[config.mk]
export PLATFORM = sky130hd
export DESIGN_NAME = div_unit
export DESIGN_NICKNAME = d
export VERILOG_FILES = /design/src/div_pkg.sv /design/src/div_ctrl_if.sv /design/src/div_unit.sv /design/src/div_result.sv /design/src/div_core.sv /design/src/div_counter.sv /design/src/div_fsm.sv
export SDC_FILE = /design/constraint.sdc
export NUM_CORES = 1
export LEC_CHECK = 0
export BUFFER_PORTS_ARGS = -buffer_cell sky130_fd_sc_hd__buf_2
export CAP_MARGIN = 5
export CORE_ASPECT_RATIO = 1.75
export CORE_MARGIN = 2
export CORE_UTILIZATION = 44
export CTS_BUF_LIST = sky130_fd_sc_hd__clkbuf_8
export DETAILED_ROUTE_END_ITERATION = 7
export PLACE_DENSITY = 0.58
export SLEW_MARGIN = 10
export SYNTH_ARGS = -nofsm -noshare
export SYNTH_HDL_FRONTEND = slang
export SYNTH_SLANG_ARGS = --single-unit
[constraint.sdc]
create_clock -name CLK -period 4.7 [get_ports CLK]
set_input_delay 0.235 -clock CLK [delete_from_list [all_inputs] [get_ports CLK]]
set_output_delay 0.235 -clock CLK [all_outputs]
set_load 0.05 [all_outputs]
[src/div_pkg.sv]
//~~~~~~~~~~~~~~~~~~~~
// Shared definitions for the divide unit
// Word and count types, op codes, FSM states
//~~~~~~~~~~~~~~~~~~~~

`default_nettype none

package div_pkg;

	// Datapath width, fixed by the ISA
	localparam int WORD_W = 32;

	// Number of shift-subtract iterations, one per quotient bit
	localparam int DIV_STEPS = 32;

	// Operands, quotient, remainder and DIVout
	typedef logic [WORD_W-1:0] word_t;

	// M-extension divide op code
	typedef logic [1:0] div_op_t;

	// Iteration index, counts down to zero
	typedef logic [4:0] cnt_t;

	// Op encoding as used by the core's decode stage
	localparam div_op_t OP_DIV  = 2'd0;
	localparam div_op_t OP_DIVU = 2'd1;
	localparam div_op_t OP_REM  = 2'd2;
	localparam div_op_t OP_REMU = 2'd3;

	// Sequencer states
	// IDLE waits for div_valid
	// PREP lets the counter reload after the operands were latched
	// ITER runs the restoring iterations
	// FIX writes the corrected result to DIVout
	typedef enum logic [1:0] {
		ST_IDLE,
		ST_PREP,
		ST_ITER,
		ST_FIX
	} div_state_t;

endpackage

`default_nettype wire
[src/div_ctrl_if.sv]
//~~~~~~~~~~~~~~~~~~~~
// Control strobes between the FSM,
// the iteration counter and the data blocks
//~~~~~~~~~~~~~~~~~~~~

`timescale 1ns/1ps
`default_nettype none

interface div_ctrl_if;

	// Operand latch strobe, one cycle
	logic start;
	// One restoring iteration per cycle while high
	logic step;
	// Final iteration flag from the counter
	logic last;
	// Result write strobe, one cycle
	logic finish;
	// Counter reload
	logic clear;

	// Sequencer drives all strobes and watches last
	modport fsm (
		output start, step, finish, clear,
		input  last
	);

	// Counter only sees reload and advance
	modport counter (
		input  clear, step,
		output last
	);

	modport core (
		input start, step
	);

	modport result (
		input start, finish
	);

endinterface

`default_nettype wire

[src/div_unit.sv]
//~~~~~~~~~~~~~~~~~~~~
// Integer divide unit top level
// FSM, counter, datapath and result stage
//~~~~~~~~~~~~~~~~~~~~

`timescale 1ns/1ps
`default_nettype none

module div_unit
	import div_pkg::*;
(
	input  wire     CLK,
	input  wire     nrst,
	input  word_t   opA,
	input  word_t   opB,
	input  wire     div_valid,
	input  div_op_t div_op,
	output logic    div_running,
	output word_t   DIVout
);

	// Magnitudes from the datapath
	word_t quot_mag;
	word_t rem_mag;

	// Internal strobes
	div_ctrl_if ctl_if ();

	div_fsm fsm_i (
		.CLK         (CLK),
		.nrst        (nrst),
		.div_valid   (div_valid),
		.div_running (div_running),
		.ctl         (ctl_if.fsm)
	);

	div_counter counter_i (
		.CLK  (CLK),
		.nrst (nrst),
		.ctl  (ctl_if.counter)
	);

	div_core core_i (
		.CLK      (CLK),
		.nrst     (nrst),
		.opA      (opA),
		.opB      (opB),
		.div_op   (div_op),
		.ctl      (ctl_if.core),
		.quot_mag (quot_mag),
		.rem_mag  (rem_mag)
	);

	// Sees the same raw operands for sign and zero capture
	div_result result_i (
		.CLK      (CLK),
		.nrst     (nrst),
		.opA      (opA),
		.opB      (opB),
		.div_op   (div_op),
		.ctl      (ctl_if.result),
		.quot_mag (quot_mag),
		.rem_mag  (rem_mag),
		.DIVout   (DIVout)
	);

endmodule

`default_nettype wire

[src/div_result.sv]
//~~~~~~~~~~~~~~~~~~~~
// Result stage
// Sign fix, divide by zero, DIVout register
//~~~~~~~~~~~~~~~~~~~~

`timescale 1ns/1ps
`default_nettype none

module div_result
	import div_pkg::*;
(
	input  wire     CLK,
	input  wire     nrst,
	input  word_t   opA,
	input  word_t   opB,
	input  div_op_t div_op,
	div_ctrl_if.result ctl,
	input  word_t   quot_mag,
	input  word_t   rem_mag,
	output word_t   DIVout
);

	logic is_signed;

	// Captured with the operands
	div_op_t op_q;
	logic    neg_quo_q;
	logic    neg_rem_q;
	logic    zero_q;

	// Corrected candidates
	word_t quo_fix;
	word_t rem_fix;
	word_t res;

	assign is_signed = (div_op == OP_DIV) || (div_op == OP_REM);

	always_ff @(posedge CLK) begin
		if (!nrst) begin
			op_q      <= OP_DIV;
			neg_quo_q <= 1'b0;
			neg_rem_q <= 1'b0;
			zero_q    <= 1'b0;
		end else if (ctl.start) begin
			op_q      <= div_op;
			// Quotient negative when the signs differ
			neg_quo_q <= is_signed && (opA[WORD_W-1] ^ opB[WORD_W-1]);
			// Remainder follows the dividend
			neg_rem_q <= is_signed && opA[WORD_W-1];
			zero_q    <= (opB == '0);
		end
	end

	assign quo_fix = neg_quo_q ? -quot_mag : quot_mag;
	// With a zero divisor this restores the original dividend
	assign rem_fix = neg_rem_q ? -rem_mag : rem_mag;

	always_comb begin
		case (op_q)
			OP_DIV, OP_DIVU: res = zero_q ? '1 : quo_fix;
			default:         res = rem_fix;
		endcase
	end

	// Held until the next operation finishes
	always_ff @(posedge CLK) begin
		if (!nrst) begin
			DIVout <= '0;
		end else if (ctl.finish) begin
			DIVout <= res;
		end
	end

endmodule

`default_nettype wire

[src/div_core.sv]
//~~~~~~~~~~~~~~~~~~~~
// Radix-2 restoring divider
// Works on operand magnitudes, sign fixed later
//~~~~~~~~~~~~~~~~~~~~

`timescale 1ns/1ps
`default_nettype none

module div_core
	import div_pkg::*;
(
	input  wire     CLK,
	input  wire     nrst,
	input  word_t   opA,
	input  word_t   opB,
	input  div_op_t div_op,
	div_ctrl_if.core ctl,
	output word_t   quot_mag,
	output word_t   rem_mag
);

	// DIV and REM take two's complement operands
	logic is_signed;

	// Operand magnitudes
	word_t mag_a;
	word_t mag_b;

	// Partial remainder
	word_t rem_q;
	// Dividend bits shift out the top, quotient bits shift in below
	word_t quo_q;
	// Divisor magnitude
	word_t dsr_q;

	// Shifted remainder and trial difference, one bit wider for the borrow
	logic [WORD_W:0] shifted;
	logic [WORD_W:0] trial;
	logic            fits;

	assign is_signed = (div_op == OP_DIV) || (div_op == OP_REM);

	// Absolute values
	// 32'h8000_0000 stays as is, which is its correct unsigned magnitude
	assign mag_a = (is_signed && opA[WORD_W-1]) ? -opA : opA;
	assign mag_b = (is_signed && opB[WORD_W-1]) ? -opB : opB;

	// One restoring step
	always_comb begin
		shifted = {rem_q, quo_q[WORD_W-1]};
		trial   = shifted - {1'b0, dsr_q};
		// No borrow means the divisor fits
		// Always true for a zero divisor, giving all ones and rem = dividend
		fits    = ~trial[WORD_W];
	end

	// Remainder and quotient/dividend shift register
	always_ff @(posedge CLK) begin
		if (!nrst) begin
			rem_q <= '0;
			quo_q <= '0;
		end else if (ctl.start) begin
			rem_q <= '0;
			quo_q <= mag_a;
		end else if (ctl.step) begin
			// Restore by keeping the shifted value when the subtract would go negative
			rem_q <= fits ? trial[WORD_W-1:0] : shifted[WORD_W-1:0];
			quo_q <= {quo_q[WORD_W-2:0], fits};
		end
	end

	// Divisor holds for the whole operation
	always_ff @(posedge CLK) begin
		if (ctl.start) begin
			dsr_q <= mag_b;
		end
	end

	// Valid from the edge that applies the last step
	assign quot_mag = quo_q;
	assign rem_mag  = rem_q;

endmodule

`default_nettype wire

[src/div_counter.sv]
//~~~~~~~~~~~~~~~~~~~~
// Iteration counter
// Flags the final shift-subtract step
//~~~~~~~~~~~~~~~~~~~~

`timescale 1ns/1ps
`default_nettype none

module div_counter
	import div_pkg::*;
(
	input wire CLK,
	input wire nrst,
	div_ctrl_if.counter ctl
);

	// Reload value, so step n runs with count 32-n
	localparam cnt_t CNT_INIT = cnt_t'(DIV_STEPS - 1);

	cnt_t cnt;

	// Down counter
	// Reset to the reload value keeps last low while idle
	always_ff @(posedge CLK) begin
		if (!nrst) begin
			cnt <= CNT_INIT;
		end else if (ctl.clear) begin
			cnt <= CNT_INIT;
		end else if (ctl.step) begin
			// Wraps back to CNT_INIT after the last step
			cnt <= cnt - cnt_t'(1);
		end
	end

	// Count of zero marks the 32nd step
	assign ctl.last = (cnt == '0);

endmodule

`default_nettype wire

[src/div_fsm.sv]
//~~~~~~~~~~~~~~~~~~~~
// Divide sequencer FSM
// Decodes the control strobes and div_running
//~~~~~~~~~~~~~~~~~~~~

`timescale 1ns/1ps
`default_nettype none

module div_fsm
	import div_pkg::*;
(
	input  wire  CLK,
	input  wire  nrst,
	input  wire  div_valid,
	output logic div_running,
	div_ctrl_if.fsm ctl
);

	div_state_t state;
	div_state_t state_nxt;

	// Strobe accepted only from idle
	logic accept;

	assign accept = (state == ST_IDLE) && div_valid;

	// Next state
	always_comb begin
		state_nxt = state;
		case (state)
			ST_IDLE: begin
				// Busy strobes never reach here, they are ignored
				if (div_valid) begin
					state_nxt = ST_PREP;
				end
			end
			ST_PREP: begin
				state_nxt = ST_ITER;
			end
			ST_ITER: begin
				// Leave after the 32nd step
				if (ctl.last) begin
					state_nxt = ST_FIX;
				end
			end
			ST_FIX: begin
				state_nxt = ST_IDLE;
			end
			default: begin
				state_nxt = ST_IDLE;
			end
		endcase
	end

	// State register
	always_ff @(posedge CLK) begin
		if (!nrst) begin
			state <= ST_IDLE;
		end else begin
			state <= state_nxt;
		end
	end

	// Operands are latched on the sampling edge itself,
	// the pipeline may move opA/opB once stalled
	assign ctl.start = accept;

	// Counter reload in the cycle before the first step
	assign ctl.clear = (state == ST_PREP);

	// One iteration per ITER cycle
	assign ctl.step = (state == ST_ITER);

	// DIVout written on the edge that leaves FIX
	assign ctl.finish = (state == ST_FIX);

	// Stall request
	// Raised combinationally in the sampling cycle so the pipeline
	// holds the divide in EX, then kept up until DIVout is written
	assign div_running = accept || (state != ST_IDLE);

endmodule

`default_nettype wire

==> load_flow_metrics.sql <==
INSERT INTO impl_metrics (metric_group, metric, value, unit) VALUES
('placement', 'place_hpwl', '22300', 'um'),
('flow_run', 'cap_viol_max_count', '0', ''),
('critical_path', 'worst_setup_path_class', 'flop to flop', ''),
('cells_and_area', 'area_growth_syn_to_layout', '11.3', '%'),
('cells_and_area', 'final_layout_size_suffix_gt1_share', '14.9', '%'),
('sta', 'finalCriticalPeriod', '3.86', 'ns'),
('cells_and_area', 'post-route-util', '49.7', '%'),
('cells_and_area', 'layout.nets', '1342', ''),
('grt', 'first_global_vias', '8769', ''),
('grt', 'grt_antenna_before_repair', '0', ''),
('drt', 'detail_route.drc_violations', '0', ''),
('clock_tree', 'cts_repair_resize_count', '0', ''),
('logic_synthesis', 'ys_top_cells_by_area', 'dfxtp_1 21%, edfxtp_1 9.5%, xor2_1 7.1%', ''),
('drt', 'detail_route.vias_per_cell', '5.72', ''),
('placement', 'dpl_worst_slack', '0.850', 'ns'),
('power_and_ir_drop', 'powerDensity', '492', 'mW/mm2'),
('drt', 'drt_first_iter_violations', '432', ''),
('clock_tree', 'cts_tree', 'done', ''),
('cells_and_area', 'stdcell_count', '1543', ''),
('drt', 'wl', '28700', 'um'),
('sta', 'hold_viol_final', '0', ''),
('critical_path', 'worst_setup_ep_type', 'flop', ''),
('placement', 'globalplace.congestion', '0.905', ''),
('drt', 'antenna_violating_nets_post_route', '0', ''),
('floorplanning', 'top_level_ports', '102', ''),
('logic_synthesis', 'synthesized_nets', '1269', ''),
('power_and_ir_drop', 'p_leak', '0.00468', 'uW'),
('clock_tree', 'cts_num_sinks', '139', ''),
('logic_synthesis', 'synth_area_per_cell', '8.74', 'um2'),
('sta', 'setup_repair_after_global_routing_missed_its_margin', 'false', ''),
('grt', 'track_usage', '24.2', '%'),
('sta', 'max_slew.worst_pin.slew', '1.24', 'ns'),
('floorplanning', 'die_height', '205', 'um'),
('cells_and_area', 'most-common-layout-cells', '107 x dfxtp_1, 101 x buf_2, 94 x nand2_1', ''),
('cells_and_area', 'layout.cells.most_common', 'dfxtp_1', ''),
('logic_synthesis', 'synthDominantAreaCellType', 'dfxtp_1', ''),
('floorplanning', 'design.core.area', '0.0227', 'mm2'),
('logic_synthesis', 'synth_cell_type_count', '78', ''),
('logic_synthesis', 'cells_after_synthesis', '1157', ''),
('critical_path', 'start_kind', 'flop', ''),
('grt', 'gr-total-overflow', '0', ''),
('sta', 'whs', '0.0424', 'ns'),
('clock_tree', 'clk_pin_slew_worst_paths', '0.08', 'ns'),
('logic_synthesis', 'asyncSetResetFlopFracSynth', '0', '%'),
('sta', 'fin_clk_skew', '0.00826', 'ns'),
('placement', 'dp_cells', '1510', ''),
('floorplanning', 'dieWidth', '119', 'um'),
('logic_synthesis', 'ys_seq_elements', '139', ''),
('logic_synthesis', 'synth-seq-area-share', '30.7', '%'),
('floorplanning', 'rows', '73', ''),
('sta', 'setup_slack', '0.844', 'ns'),
('clock_tree', 'cts_max_path_buffers', '2', ''),
('logic_synthesis', 'ys_dominant_reg_cell', 'dfxtp_1', ''),
('sta', 'fin_crit_sh', '82.0', '%'),
('critical_path', 'arr_time_crit_path', '4.25', 'ns'),
('logic_synthesis', 'syn-cell-area', '0.0101', 'mm2'),
('clock_tree', 'tritoncts.num_buffers', '17', ''),
('critical_path', 'cp.required', '5.09', 'ns'),
('clock_tree', 'worstSkewPairLatency', '0.46', 'ns'),
('worst_hold_path', 'worstHoldPathType', 'input pin to flop', ''),
('critical_path', 'worstPathMaxFanout', '30', ''),
('logic_synthesis', 'yosys.area.top_type_share', '21.2', '%'),
('floorplanning', 'fp.dieArea', '0.0243', 'mm2'),
('sta', 'max_slew_margin', '17.2', '%'),
('logic_synthesis', 'synth_edf_count', '32', ''),
('clock_tree', 'postCtsSetupRepairBufs', '0', ''),
('clock_tree', 'htree_levels', '4', ''),
('cells_and_area', 'inserted_diodes', '0', ''),
('drt', 'wl_per_cell', '18.6', 'um'),
('drt', 'drt_first_pass_iters', '5', ''),
('grt', 'grt_first_pass_wirelength', '46000', 'um'),
('floorplanning', 'floorplan.initialDensity', '44.6', '%'),
('drt', 'via_count', '8827', ''),
('sta', 'aggregate_negative_setup_slack', '0', 'ns'),
('logic_synthesis', 'synth_warnings', '0', ''),
('power_and_ir_drop', 'vdd_ir_drop_max', '0.209', 'mV'),
('placement', 'buffer_ports.inserted', '101', ''),
('sta', 'report.final.setup_viol', '0', ''),
('sta', 'final-max-slew-violation-count', '0', ''),
('clock_tree', 'ctsRootBufferMaster', 'clkbuf_8', ''),
('grt', 'maximum_number_of_pins_on_one_net_before_global_route_repair', '86', ''),
('run_status', 'status', 'finished clean', ''),
('sta', 'fmaxAchievable', '259', 'MHz');
-- state kept, by name, summed over array words and instances, names as in the netlist --
signal,cells
core_i.dsr_q,32
core_i.quot_mag,32
core_i.rem_mag,32
result_i.DIVout,32
counter_i.cnt,5
fsm_i.state,2
result_i.neg_quo_q,1
result_i.neg_rem_q,1
result_i.op_q,1
result_i.zero_q,1
-- repair_timing --
| item | in CTS | in global routing |
|---|---|---|
| hold buffers | 1 | 0 |
| endpoints found under the hold margin | 1 | 0 |
| endpoints found under the setup margin | 0 | 0 |
-- per-layer routing --
layer	wire, um	GRT usage [%]
met2	15500	46.1
met3	936	3.95
met4	1490	13.6
met1	10800	24.7
met5	0	0
-- final timing paths --
check,start,endpoint,slack [ns],cells past startpoint
worst max-delay path,core_i.quot_mag[31]$_SDFFE_PN0P_,core_i.rem_mag[0]$_SDFFE_PP0P_,0.84,13
worst min-delay path,opB[0],core_i.dsr_q[0]$_DFFE_PP_,0.04,1
worst max register to register,core_i.quot_mag[31]$_SDFFE_PN0P_,core_i.rem_mag[0]$_SDFFE_PP0P_,0.84,13
worst min register to register,result_i.DIVout[28]$_SDFFE_PN0N_,result_i.DIVout[28]$_SDFFE_PN0N_,0.46,1
-- power by group --
part | leakage [uW] | switching [uW] | internal [uW] | total [uW]
sequential | 0.00117 | 320 | 1500 | 1820
clock | 0.000220 | 507 | 542 | 1050
combinational | 0.00329 | 1630 | 1040 | 2670
total | 0.00468 | 2460 | 3080 | 5540
-- metrics by stage --
stage                     power, uW  instance area [um2]
after floorplan                3800                10100
after global placement         4490                10800
after detailed placement       4500                10800
after CTS                      5570                11300
after global routing           5940                11300
final                          5540                11300
-- cell type report --
class,count,area [um2]
fill,2302,11400
clock buffer,18,248
tap,300,375
clock inverter,14,166
inverter,60,225
timing repair buffer,116,633
multi-input combinational,896,6500
sequential,139,3100
-- logic make-up (layout without fill, tap and decap cells) --
logic type               after synthesis  after routing  synth area share [%]
AND/OR/NAND/NOR                      288            288                  15.6
adder cells (fa/ha/maj)               43             43                  5.40
multiplexers                          61             61                  6.10
AO/OA/AOI/OAI                        358            358                  24.3
flip-flops                           139            139                  30.7
buffers and inverters                122            208                  5.28
XOR/XNOR                             146            146                  12.7
-- synthesized netlist by cell type, types with 3 or more instances --
master and n:
a211oi_1 3, a21boi_0 3, a21o_1 19, a21oi_1 70, a221oi_1 30, a31oi_1 6, and2_1 3, and3_1 4
buf_1 4, buf_2 3, clkbuf_1 45, clkbuf_8 4, dfxtp_1 107, edfxtp_1 32, ha_1 42, inv_1 60
mux2_2 5, mux2i_1 56, nand2_1 94, nand2b_1 15, nand3_1 7, nand3b_1 5, nand4_1 6, nor2_1 40
nor2b_1 35, nor3_1 16, nor3b_1 4, nor4_1 9, nor4_2 3, o211a_1 15, o211ai_1 8, o21a_1 28
o21ai_0 88, o21ai_1 7, o21bai_1 4, o22ai_1 8, o31ai_1 28, o41ai_1 16, or3_1 16, or4_1 9
or4_4 6, xnor2_1 63, xor2_1 82
-- worst max-delay path, stage by stage (launching register included) --
cell	delay, ns
dfxtp_1	0.37
inv_1	0.07
ha_1	0.20
fa_1	0.40
nand2b_1	0.18
a21oi_1	0.18
nor4_1	0.12
o31ai_4	0.43
a22oi_1	0.25
a221oi_4	0.48
xor2_4	0.31
buf_12	0.26
mux2_2	0.36
o21ai_0	0.13
Power figures use the tool's default switching activity.
